--- src/logic/cache_pkg.sv ---
/*
 * Shared types for the miss-handling path of the cache subsystem.
 * Lines are LINE_WORDS words of WORD_W bits; the byte offset within
 * a line is fixed at OFFSET_W bits. Stores are whole words only.
 */
package cache_pkg;

    localparam int ADDR_W     = 32;
    localparam int WORD_W     = 32;
    localparam int LINE_WORDS = 4;

    // Byte offset inside a word, word select, and full line offset.
    localparam int BYTE_W   = 2;
    localparam int WSEL_W   = $clog2(LINE_WORDS);
    localparam int OFFSET_W = BYTE_W + WSEL_W;

    typedef logic [LINE_WORDS-1:0][WORD_W-1:0] line_t;

    typedef struct packed {
        logic              valid;
        logic [ADDR_W-1:0] addr;
    } fetch_req_t;

    typedef struct packed {
        logic              valid;
        logic              we;
        logic [ADDR_W-1:0] addr;
        logic [WORD_W-1:0] wdata;
    } data_req_t;

    // One word request on the memory port, word aligned.
    typedef struct packed {
        logic              valid;
        logic              we;
        logic [ADDR_W-1:0] addr;
        logic [WORD_W-1:0] wdata;
    } mem_req_t;

    typedef enum logic [1:0] {
        IDLE       = 2'b00,
        ALLOCATE_I = 2'b01,
        ALLOCATE_D = 2'b10,
        WRITE_BACK = 2'b11
    } miss_state_t;

    typedef enum logic {
        XFER_READ  = 1'b0,
        XFER_WRITE = 1'b1
    } xfer_op_t;

endpackage
--- src/logic/line_transfer.sv ---
/*
 * Moves one cache line over a word-wide request/ack memory port.
 * A start is accepted only while idle; words go in ascending order and
 * each request is held until i_mem_ack. o_done pulses one cycle after
 * the last ack. Write-back takes the victim line captured at the start.
 */
`timescale 1ns/1ps

module line_transfer (
    input  logic                          i_clk,
    input  logic                          i_arst,
    input  logic                          i_read_start_i,
    input  logic                          i_read_start_d,
    input  logic                          i_write_start,
    input  logic [cache_pkg::ADDR_W-1:0]  i_fetch_addr,
    input  logic [cache_pkg::ADDR_W-1:0]  i_data_addr,
    input  logic [cache_pkg::ADDR_W-1:0]  i_victim_addr,
    input  cache_pkg::line_t              i_victim_line,
    input  logic [cache_pkg::WORD_W-1:0]  i_mem_rdata,
    input  logic                          i_mem_ack,
    output cache_pkg::mem_req_t           o_mem,
    output cache_pkg::line_t              o_fill_line,
    output logic                          o_done
);

    import cache_pkg::*;

    localparam int LADDR_W = ADDR_W - OFFSET_W;

    logic               busy_q;
    logic               done_q;
    xfer_op_t           op_q;
    logic [WSEL_W-1:0]  cnt_q;
    logic [LADDR_W-1:0] laddr_q;
    line_t              buf_q;

    logic               accept;
    logic               last;
    xfer_op_t           start_op;
    logic [ADDR_W-1:0]  start_addr;

    assign accept = ~busy_q & ~done_q & (i_write_start | i_read_start_d | i_read_start_i);
    assign last   = (cnt_q == WSEL_W'(LINE_WORDS - 1));

    // Address for whichever start is raised.
    always_comb begin
        start_op   = XFER_READ;
        start_addr = i_fetch_addr;
        if (i_write_start) begin
            start_op   = XFER_WRITE;
            start_addr = i_victim_addr;
        end else if (i_read_start_d) begin
            start_addr = i_data_addr;
        end
    end

    always_ff @(posedge i_clk, posedge i_arst) begin
        if (i_arst) begin
            busy_q <= 1'b0;
            done_q <= 1'b0;
            op_q   <= XFER_READ;
            cnt_q  <= '0;
        end else begin
            done_q <= 1'b0;
            if (accept) begin
                busy_q <= 1'b1;
                op_q   <= start_op;
                cnt_q  <= '0;
            end else if (busy_q && i_mem_ack) begin
                cnt_q <= cnt_q + 1'b1;
                if (last) begin
                    busy_q <= 1'b0;
                    done_q <= 1'b1;
                end
            end
        end
    end

    // Line address and line buffer.
    always_ff @(posedge i_clk) begin
        if (accept) begin
            laddr_q <= start_addr[ADDR_W-1:OFFSET_W];
            if (start_op == XFER_WRITE) begin
                buf_q <= i_victim_line;
            end
        end else if (busy_q && i_mem_ack && op_q == XFER_READ) begin
            buf_q[cnt_q] <= i_mem_rdata;
        end
    end

    always_comb begin
        o_mem.valid = busy_q;
        o_mem.we    = busy_q & (op_q == XFER_WRITE);
        o_mem.addr  = {laddr_q, cnt_q, {BYTE_W{1'b0}}};
        o_mem.wdata = buf_q[cnt_q];
    end

    assign o_fill_line = buf_q;
    assign o_done      = done_q;

endmodule

--- config.mk ---
export PLATFORM = sky130hd
export DESIGN_NAME = line_transfer
export DESIGN_NICKNAME = d
export VERILOG_FILES = /design/src/logic/cache_pkg.sv /design/src/logic/line_transfer.sv
export SDC_FILE = /design/constraint.sdc
export NUM_CORES = 1
export LEC_CHECK = 0
export ABC_AREA = 1
export BUFFER_PORTS_ARGS = -buffer_cell sky130_fd_sc_hd__buf_4
export CORE_MARGIN = 3
export CORE_UTILIZATION = 30
export CTS_BUF_LIST = sky130_fd_sc_hd__clkbuf_4
export DETAILED_ROUTE_END_ITERATION = 8
export GPL_ROUTABILITY_DRIVEN = 0
export GPL_TIMING_DRIVEN = 0
export PLACE_DENSITY_LB_ADDON = 0.08
export SLEW_MARGIN = 40
export SYNTH_ARGS = -nofsm -noshare
export SYNTH_HDL_FRONTEND = slang
export SYNTH_SLANG_ARGS = --single-unit
--- constraint.sdc ---
create_clock -name i_clk -period 3.3 [get_ports i_clk]
set_input_delay 0.495 -clock i_clk [delete_from_list [all_inputs] [get_ports i_clk]]
set_output_delay 0.495 -clock i_clk [all_outputs]
set_load 0.01 [all_outputs]
# --- Word level (Yosys, flattened, before mapping) ---
# Cells that the tools add are included.
op_classes:
  n_lt_le_gt_ge: 2
  reduce_logical: 8
  n_bitwise: 8
  n_addsub: 1
  eq_ne: 2
  mux: 19
op_table:
  columns: ["cell", "n"]
  rows:
  - ["$mux W128", 3]
  - ["$bwmux W128", 1]
  - ["$mux W32", 4]
  - ["$bmux W32 S2", 1]
  - ["$demux W32 S2", 1]
  - ["$mux W1", 7]
  - ["$reduce_bool A2 Y1", 3]
  - ["$mux W2", 2]
  - ["$reduce_and A2 Y1", 2]
  - ["$and A1 B1 Y1", 3]
  - ["$logic_and A1 B1 Y1", 3]
  - ["$lt A2 B3 Y1 const B", 1]
  - ["$not A1 Y1", 3]
  - ["$add A2 B1 Y2 const B", 1]
  - ["$eq A2 B2 Y1 const B", 1]
  - ["$ge A2 B1 Y1 const B", 1]
  - ["$ne A2 B1 Y1 const B", 1]
  - ["$or A1 B1 Y1", 2]
totals:
  out_inout_bits: 195
  ff_bits: 161

# --- Longest topological paths before layout ---
# Gate-level depths: netlist (run 1).
logic_depth:
  ltp_word: 7
  ltp_mapped: 10
  ltp_nobuf: 6

# --- Least setup slack after synthesis (run 1) ---
# Ideal clock, no wire load.
synth_timing:
  path_kind: "register to register"
  startpoint: "reg cnt_q[0] (netlist name)"
  endpoint: "reg buf_q (netlist bit o_fill_line[64]) (enable)"
  path_buffers: 4
  required_time_ns: 2.913
  path_stages_with_launch: 11
  arrival_time_ns: 2.370
  slack_ns: 0.543
  cell_sequence: "dfrtp_1 inv_2 buf_2 clkbuf_1 ha_1 clkbuf_1 clkbuf_1 inv_1 nand2_1 nand2_1 inv_1"
synth_rtl:
  columns: ["item", "line", "rtl"]
  rows:
  - ["end signal, assigned", "line_transfer.sv:84", "buf_q <= i_victim_line;"]
  - ["end signal, assigned by index", "line_transfer.sv:87", "buf_q[cnt_q] <= i_mem_rdata;"]
  - ["end, declared", "line_transfer.sv:35", "line_t buf_q;"]

==> impl_metrics.tcl, run 1 <==
set metrics [dict create \
    status "finished, final reports clean" \
    drc 0 \
    hold-worst-slack_ns 0.157 \
    dp_hpwl_um 31100 \
    finalSetupViolations 0 \
    drive_above_1_share_pct 31.0 \
    io_buffers 442 \
    crit_type "flop to primary output" \
    die_area_sq_mm 0.0326 \
    ir_worst_vdd_mv 0.304 \
    max_stage_delay_ns 0.52 \
    timing.reg2reg.setup_slack_ns 0.27 \
    fillers 3151 \
    area_delta_synth_final_pct 45.0 \
    worstMarginPinSlew_ns 0.794 \
    startpoint_type "flop" \
    r2r-end "o_fill_line[30]" \
    synth_cells 1232 \
    vias_per_cell 4.58 \
    synth_top_area_share_pct 51.2 \
    skew_ns 0.0339 \
    slew_violations 0 \
    cts_tree "built" \
    grt_pass1_wl_um 60100 \
    power_frac_clock_pct 11.8 \
    crit_arrival_ns 2.55 \
    crit_fanout 10 \
    cts_inserted_buffers 17 \
    max_freq_mhz 328 \
    worst_r2r_path_depth 10 \
    design_area_sq_mm 0.0133 \
    start_util_pct 30.6 \
    grt_usage_pct 24.6 \
    worst_ep_required_time_ns 2.80 \
    final_nets 1961 \
    io-pin-count 457 \
    instances_no_fill 2101 \
    root_buffer "clkbuf_4" \
    r2r_start "cnt_q[0]" \
    cts_max_path_buffers 2 \
    syn-cell-area_sq_mm 0.00915 \
    cp_cell_sequence "inv_2 > buf_2 > clkbuf_1 > o21ai_0 > o21ai_0 > buf_4" \
    ctsHtreeMaxLevel 4 \
    rsz0062_at_grt "false" \
    period_needed_ns 3.05 \
    globalRouteOverflowTotal 0 \
    seq_area_frac_synth_pct 52.5 \
    clkSinkCount 161 \
    min_path_type "input pin to flop" \
    slew_headroom_pct 47.0 \
    synth_area_leader_cell "edfxtp_1" \
    die_w_um 181 \
    yosysWarnings 0 \
    clk_latency_ns 0.58 \
    wl_per_cell_um 19.7 \
    synth.distinct_cells 17 \
    ant_nets 0 \
    switching_share_pct 45.6 \
    p_switching_mw 4.57 \
    min_path_cells 3 \
    grt_max_degree 38 \
    hold_start "i_victim_line[57]" \
    coreArea_sq_mm 0.0299 \
    rows 63 \
    power_mw 10.0 \
    post-place-cells 2066 \
    drv_cap 0 \
    power_frac_comb_pct 54.2 \
    drtPass1Iterations 6 \
    post-cts-setup-buffer-count 0 \
    synth.avg_cell_area_sq_um 7.43 \
    clk_pin_slew_ns 0.18 \
    dpl_cell_area_sq_mm 0.0130 \
    power-per-cell-area_mw_per_mm2 755 \
    power.internal_mw 5.46 \
    end_kind "primary output" \
    hold_violations 0 \
    worst-path-buf-inv 4 \
    p_leak_nw 7.12 \
    crit_family "buffers and inverters" \
    synth_seq_cells 161 \
    finalCritPeriodShare_pct 92.3 \
    antenna_found_initial 4 \
    synth.top_cells.by_area "edfxtp_1 (51%), nand2_1 (23%), inv_1 (5.8%)" \
    crit_top_cell "o21ai_0" \
    via_count 9624 \
    cp_slowest_cell "clkbuf_1" \
    wirelength_um 41300 \
    grt_pass1_vias 9424 \
    seqPwrFrac_pct 34.1 \
    drt_iter0_markers 554 \
    fp.dieH_um 181 \
    whs_endpoint "o_fill_line[57]" \
]
cells in the final DEF (no fill, tap or decap), types with 2 or more instances in the layout:
| cell type | netlist | routed |
|---|---|---|
| clkinv_4 | 0 | 4 |
| clkinvlp_4 | 0 | 2 |
| inv_1 | 142 | 138 |
| nand2_1 | 556 | 556 |
| inv_8 | 0 | 4 |
| nor2_1 | 128 | 128 |
| ha_1 | 4 | 4 |
| conb_1 | 1 | 2 |
| inv_6 | 0 | 3 |
| buf_1 | 11 | 11 |
| edfxtp_1 | 156 | 156 |
| a21oi_1 | 57 | 57 |
| buf_4 | 15 | 458 |
| inv_4 | 0 | 3 |
| dfrtp_1 | 5 | 5 |
| clkinv_2 | 0 | 2 |
| clkbuf_1 | 29 | 21 |
| inv_2 | 4 | 4 |
| buf_2 | 24 | 23 |
| clkbuf_2 | 0 | 7 |
| diode_2 | 0 | 3 |
| clkbuf_4 | 0 | 17 |
| o21ai_0 | 97 | 97 |
area by class of cell:
| class | count | area (sq um) | share of cell area, % |
|---|---|---|---|
| multi-input cells | 847 | 3420 | 25.7 |
| repair buffers | 444 | 3350 | 25.2 |
| plain buffers | 78 | 390 | 2.94 |
| clock inverters | 15 | 126 | 0.952 |
| well taps | 390 | 488 | 3.68 |
| inverters | 146 | 561 | 4.22 |
| flip-flops and latches | 161 | 4810 | 36.2 |
| diodes | 3 | 7.51 | 0.0566 |
| clock buffers | 17 | 128 | 0.961 |
logic make-up after synthesis:
| group | after synthesis | share of synthesized area (%) |
|---|---|---|
| compound gates | 155 | 8.48 |
| xor+xnor | 1 | 0.0957 |
| fa+ha+maj | 4 | 0.547 |
| buf+inv | 225 | 10.2 |
| flops | 161 | 52.5 |
| other cells | 1 | 0.0410 |
| simple gates | 685 | 28.1 |
registers in the layout, summed over array words and instances (netlist names):
signal,count
o_fill_line,128
laddr_q,28
cnt_q,2
busy_q,1
o_done,1
op_q,1
worst max path at each step:
stage	start	cells after the start	endpoint	slack, ns
3_5_place_dp	cnt_q[1]	10	o_fill_line[19]	-0.31
6_report	cnt_q[0]	6	o_mem[28]	0.25
5_1_grt	cnt_q[0]	10	o_fill_line[78]	0.03
2_1_floorplan	cnt_q[0]	10	o_fill_line[64]	0.54
4_1_cts	cnt_q[1]	6	o_mem[13]	0.06
3_3_place_gp	cnt_q[1]	10	o_fill_line[43]	-1.14
power groups by stage:
stage / sequential (mW) / clock, mW / combinational (mW)
2_1_floorplan: 3.65 / 0 / 2.36
3_3_place_gp: 3.48 / 0 / 5.41
3_5_place_dp: 3.46 / 0 / 5.49
4_1_cts: 3.41 / 1.20 / 5.50
5_1_grt: 3.47 / 1.28 / 5.97
6_report: 3.41 / 1.18 / 5.43
timing repair:
action,in CTS,in global routing
endpoints found under the setup margin,93,49
gates resized for setup,3,10
pin swaps,0,0
hold buffers,1,0
hold endpoints to repair,5,0
tightest hold or removal path, cell delays in order:
cell     delay [ns]
buf_4          0.08
nand2_1        0.04
nand2_1        0.04
Yosys cell counts:
master    instances
a21oi_1          57
buf_1            11
buf_2            24
buf_4            15
clkbuf_1         29
conb_1            1
dfrtp_1           5
edfxtp_1        156
ha_1              4
inv_1           142
inv_2             4
nand2_1         556
nand2_2           1
nor2_1          128
o21ai_0          97
o21ai_1           1
xor2_1            1
per-stage QoR:
step / worst slack, ns / util, % / TNS [ns]
floorplan: 0.543 / - / 0
global route: 0.0320 / 44.4 / 0
detailed placement: -0.306 / 43.5 / -22.99
finish: 0.254 / 44.4 / 0
global placement: -1.14 / 43.4 / -102.53
CTS: 0.0566 / 44.4 / 0
routing by layer:
metal	vias to the layer above	part of all wire, %	GRT usage [%]
li1	4739	-	-
met1	4428	40	30.2
met2	411	50	42.8
met3	44	8.1	6.40
met4	2	2.0	6.57
met5	-	0.031	0
Note: power is estimated with default switching activity, not from simulation.
==> inputs of run 2 (changes only) <==
- CORE_MARGIN: 3 -> 2
- RECOVER_POWER: unset -> 100
==> impl_metrics.tcl, run 2 (synthesis results as in run 1) <==
set metrics [dict create \
    crit_fanout 10 \
    coreArea_sq_mm 0.0299 \
    crit_arrival_ns 2.59 \
    hold_start "i_victim_line[60]" \
    cts_tree "built" \
    startpoint_type "flop" \
    vias_per_cell 4.54 \
    grt_max_degree 38 \
    r2r_start "cnt_q[1]" \
    p_leak_nw 6.42 \
    worstMarginPinSlew_ns 0.981 \
    wirelength_um 40900 \
    largest_register_ffs 128 \
    finalCritPeriodShare_pct 93.4 \
    timing.reg2reg.setup_slack_ns 0.26 \
    clk_pin_slew_ns 0.17 \
    grt_usage_pct 25.2 \
    drt_iter0_markers 681 \
    die_w_um 179 \
    fp.dieH_um 179 \
    cts_inserted_buffers 17 \
    start_util_pct 30.6 \
    globalRouteOverflowTotal 0 \
    switching_share_pct 47.8 \
    via_count 9558 \
    layout_setup_ws_ns 0.218 \
    cts_max_path_buffers 2 \
    drc 0 \
    final_common_cell "nand2_1" \
    status "finished, final reports clean" \
    grt_use_met1_pct 30.1 \
    crit_type "flop to primary output" \
    clk_latency_ns 0.58 \
    end_kind "primary output" \
    grt_pass1_wl_um 58000 \
    min_path_cells 3 \
    period_needed_ns 3.08 \
    drive_above_1_share_pct 19.4 \
    rsz0062_at_grt "false" \
    io-pin-count 457 \
    drtPass1Iterations 5 \
    instances_no_fill 2104 \
    antenna_found_initial 3 \
    power_frac_comb_pct 51.0 \
    slew_headroom_pct 34.6 \
    hold-worst-slack_ns 0.162 \
    ctsHtreeMaxLevel 4 \
    busiest_layer "met2" \
    area_delta_synth_final_pct 37.6 \
    worst_ep_required_time_ns 2.80 \
    ant_nets 0 \
    seqPwrFrac_pct 35.9 \
    post-place-cells 2068 \
    r2r-end "o_fill_line[34]" \
    root_buffer "clkbuf_4" \
    power-per-cell-area_mw_per_mm2 751 \
    dp_hpwl_um 30800 \
    wl_per_cell_um 19.5 \
    rows 63 \
    power_frac_clock_pct 13.1 \
    io_buffers 442 \
    p_switching_mw 4.52 \
    final_cell_mix "nand2_1 (557), buf_4 (266), clkbuf_1 (220)" \
    min_path_type "input pin to flop" \
    grt_util_met2_pct 44.1 \
    clkSinkCount 161 \
    power.internal_mw 4.93 \
    worst_r2r_path_depth 11 \
    pre_cts_slack_ns -0.319 \
    finalSetupViolations 0 \
    grt_pass1_vias 9469 \
    skew_ns 0.0336 \
    ir_worst_vdd_mv 0.242 \
    final_nets 1964 \
    die_area_sq_mm 0.0319 \
    max_freq_mhz 324 \
    slew_violations 0 \
    hold_violations 0 \
    whs_endpoint "o_fill_line[60]" \
    drv_cap 0 \
    met3_usage_pct 7.00 \
]
-- run 2: cell types whose count changed in the layout (fill, tap and decap cells not counted), moves of 3 or more --
cell / previous run / this run
buf_4: 458 / 266
clkbuf_1: 21 / 220
inv_8: 4 / 0
clkbuf_4: 17 / 21
inv_6: 3 / 6
buf_2: 23 / 17
buf_1: 11 / 8
-- run 2: per-stage QoR --
stage               setup TNS, ns  utilization [%]  area (sq um)  power, mW
finish                          0             42.2         12600       9.46
global route                    0             42.2         12600       10.2
CTS                             0             44.6         13300       10.2
detailed placement         -23.32             43.6         13000       8.99
global placement          -101.16             43.4         13000       8.87
floorplan                       0                -          9160       6.01
-- run 2: worst max-delay path: stages (launching register included) --
cell and delay (ns):
dfrtp_1 0.53, clkbuf_2 0.34, clkbuf_2 0.36, nor2_1 0.09
o21ai_0 0.48, buf_4 0.23
-- run 2: how the worst max path moves through the flow --
stage	start	end	slack [ns]
floorplan	cnt_q[0]	o_fill_line[64]	0.54
global placement	cnt_q[1]	o_fill_line[50]	-1.18
detailed placement	cnt_q[1]	o_fill_line[8]	-0.32
CTS	cnt_q[0]	o_mem[2]	0.11
global route	cnt_q[0]	o_fill_line[78]	0.01
finish	cnt_q[0]	o_mem[2]	0.22
-- run 2: area by class of cell --
| class | count | area [sq um] |
|---|---|---|
| plain buffers | 79 | 384 |
| clock inverters | 13 | 125 |
| clock buffers | 19 | 143 |
| diodes | 3 | 7.51 |
| multi-input cells | 847 | 3410 |
| inverters | 146 | 557 |
| fillers | 3308 | 17300 |
| flip-flops and latches | 161 | 4810 |
| well taps | 390 | 488 |
| repair buffers | 446 | 2670 |
-- run 2: power by group through the flow --
stage | Clock (mW) | Combinational (mW) | Sequential [mW]
after floorplan | 0 | 2.36 | 3.65
after global placement | 0 | 5.40 | 3.48
after detailed placement | 0 | 5.53 | 3.46
after CTS | 1.26 | 5.55 | 3.41
after global routing | 1.33 | 5.39 | 3.47
final | 1.24 | 4.82 | 3.40
-- run 2: repair_timing --
action	4_1_cts	5_1_grt
hold buffers	1	0
resized for setup	5	1
hold endpoints to repair	5	0
setup endpoints to repair	96	29
setup buffers	0	0
-- run 2: metal layers --
metal  wire, um  part of all wire, %
met4        827                  2.0
met3       3380                  8.3
met5          0                    0
met1      16600                   40
met2      20200                   49
==> inputs of run 3 (changes only) <==
--- a/constraint.sdc
+++ b/constraint.sdc
@@ -3,2 +3,2 @@
 set_output_delay 0.495 -clock i_clk [all_outputs]
-set_load 0.01 [all_outputs]
+set_load 0.05 [all_outputs]
==> impl_metrics.tcl, run 3 (synthesis results as in run 1) <==
set metrics [dict create \
    final_cell_mix "nand2_1 (557), buf_4 (294), clkbuf_1 (190)" \
    clkSinkCount 161 \
    min_path_type "input pin to flop" \
    max_stage_delay_ns 0.54 \
    rows 63 \
    fp.dieH_um 179 \
    startpoint_type "flop" \
    timing.reg2reg.setup_slack_ns 0.23 \
    area_delta_synth_final_pct 38.8 \
    dp_hpwl_um 30800 \
    crit_top_cell "buf_2" \
    slew_violations 0 \
    cts_tree "built" \
    cts_max_path_buffers 2 \
    drive_above_1_share_pct 21.2 \
    grt_usage_pct 25.2 \
    setup_tns_ns 0 \
    drv_cap 0 \
    wl_per_cell_um 19.5 \
    final_common_cell "nand2_1" \
    status "finished, final reports clean" \
    clk_latency_ns 0.58 \
    switching_share_pct 57.8 \
    p_switching_mw 7.07 \
    worstMarginPinSlew_ns 0.986 \
    io-pin-count 457 \
    post-place-cells 2068 \
    root_buffer "clkbuf_4" \
    ir_worst_vdd_mv 0.416 \
    ant_nets 0 \
    p_leak_nw 6.53 \
    seqPwrFrac_pct 27.7 \
    die_w_um 179 \
    max_freq_mhz 321 \
    crit_fanout 10 \
    wirelength_um 40900 \
    grt_max_degree 38 \
    power_frac_clock_pct 10.1 \
    period_needed_ns 3.12 \
    globalRouteOverflowTotal 0 \
    post-route-util_pct 42.5 \
    rsz0062_at_grt "true" \
    power-per-cell-area_mw_per_mm2 964 \
    grt_pass1_vias 9469 \
    end_kind "primary output" \
    clk_pin_slew_ns 0.18 \
    coreArea_sq_mm 0.0299 \
    finalSetupViolations 0 \
    via_count 9569 \
    drc 0 \
    largest_register_ffs 128 \
    worst_ep_required_time_ns 2.80 \
    power_frac_comb_pct 62.1 \
    crit_arrival_ns 2.62 \
    antenna_found_initial 3 \
    slew_headroom_pct 34.3 \
    power.internal_mw 5.17 \
    die_area_sq_mm 0.0319 \
    instances_no_fill 2104 \
    cp_cell_sequence "buf_2 > buf_2 > nor2_1 > o21ai_0 > buf_4" \
    final_nets 1964 \
    crit_type "flop to primary output" \
    hold_violations 0 \
    drt_iter0_markers 669 \
    vias_per_cell 4.55 \
    grt_pass1_wl_um 58000 \
    start_util_pct 30.6 \
    skew_ns 0.0328 \
    cp_slowest_cell "dfrtp_1" \
    ctsHtreeMaxLevel 4 \
    seq_area_sq_mm 0.00481 \
    drtPass1Iterations 5 \
    finalCritPeriodShare_pct 94.5 \
    io_buffers 442 \
    multiInputGateArea_sq_mm 0.00341 \
    fillers 3280 \
    cts_inserted_buffers 17 \
]
[run 3: changes by cell type in the layout (fill, tap and decap cells not counted)]
cell / before / now
clkbuf_1: 220 / 190
clkbuf_4: 21 / 20
o21ai_1: 0 / 1
inv_2: 2 / 3
buf_4: 266 / 294
clkinv_1: 3 / 2
buf_2: 17 / 20
o21ai_0: 98 / 97
[run 3: path summary, 6_finish.rpt]
kind	startpoint	end	depth (start not counted)
hold reg to reg	op_q	op_q	2
setup / recovery	cnt_q[0]	o_mem[2]	5
max in group asynchronous	i_arst	cnt_q[1]	3
setup reg to reg	cnt_q[0]	o_fill_line[78]	11
min in group asynchronous	i_arst	op_q	3
hold / removal	i_victim_line[91]	o_fill_line[91]	3
[run 3: layout make-up]
type / instances / share of cell area [%]
inverters: 146 / 4.38
multi-input cells: 847 / 26.9
diodes: 3 / 0.0591
well taps: 390 / 3.84
clock buffers: 19 / 1.12
flip-flops and latches: 161 / 37.9
plain buffers: 79 / 3.02
repair buffers: 446 / 21.9
clock inverters: 13 / 0.985
[run 3: per-stage QoR]
stage                     instance area [sq um]  power [mW]  setup WS (ns)  hold WS, ns
after detailed placement                  13000        11.6         -0.319        0.414
after floorplan                            9160        8.55          0.337        0.274
after global placement                    13000        11.5          -1.18        0.410
after CTS                                 13300        12.8         0.0288       0.0989
final                                     12700        12.2          0.183        0.159
after global routing                      12700        13.0      -0.000377        0.102
[run 3: power groups by stage]
stage | clock (mW) | combinational [mW] | sequential, mW
2_1_floorplan | 0 | 3.36 | 5.19
3_3_place_gp | 0 | 7.98 | 3.48
4_1_cts | 1.26 | 8.14 | 3.41
3_5_place_dp | 0 | 8.12 | 3.46
6_report | 1.24 | 7.61 | 3.40
5_1_grt | 1.33 | 8.16 | 3.47
[run 3: timing repair]
action	in CTS	in global routing
buffers inserted	0	0
pin swaps	0	0
hold endpoints to repair	5	0
gates resized for setup	5	5
hold buffers	1	0
endpoints found under the setup margin	97	33
[run 3: per-layer routing]
metal | routed length, um | GRT usage (%) | vias up
met2 | 20100 | 44.1 | 373
met1 | 16600 | 30.1 | 4407
met3 | 3410 | 7.00 | 45
met5 | 0 | 0 | -
met4 | 877 | 7.38 | 0
li1 | - | - | 4744
[run 3: worst max-delay path: cells and delay by family, from the launching register on]
family                 cells  cell delay (ns)
AOI/OAI and AO/OA          1             0.47
and+or+nand+nor            1             0.09
DFF                        1             0.54
buffers and inverters      3             0.97
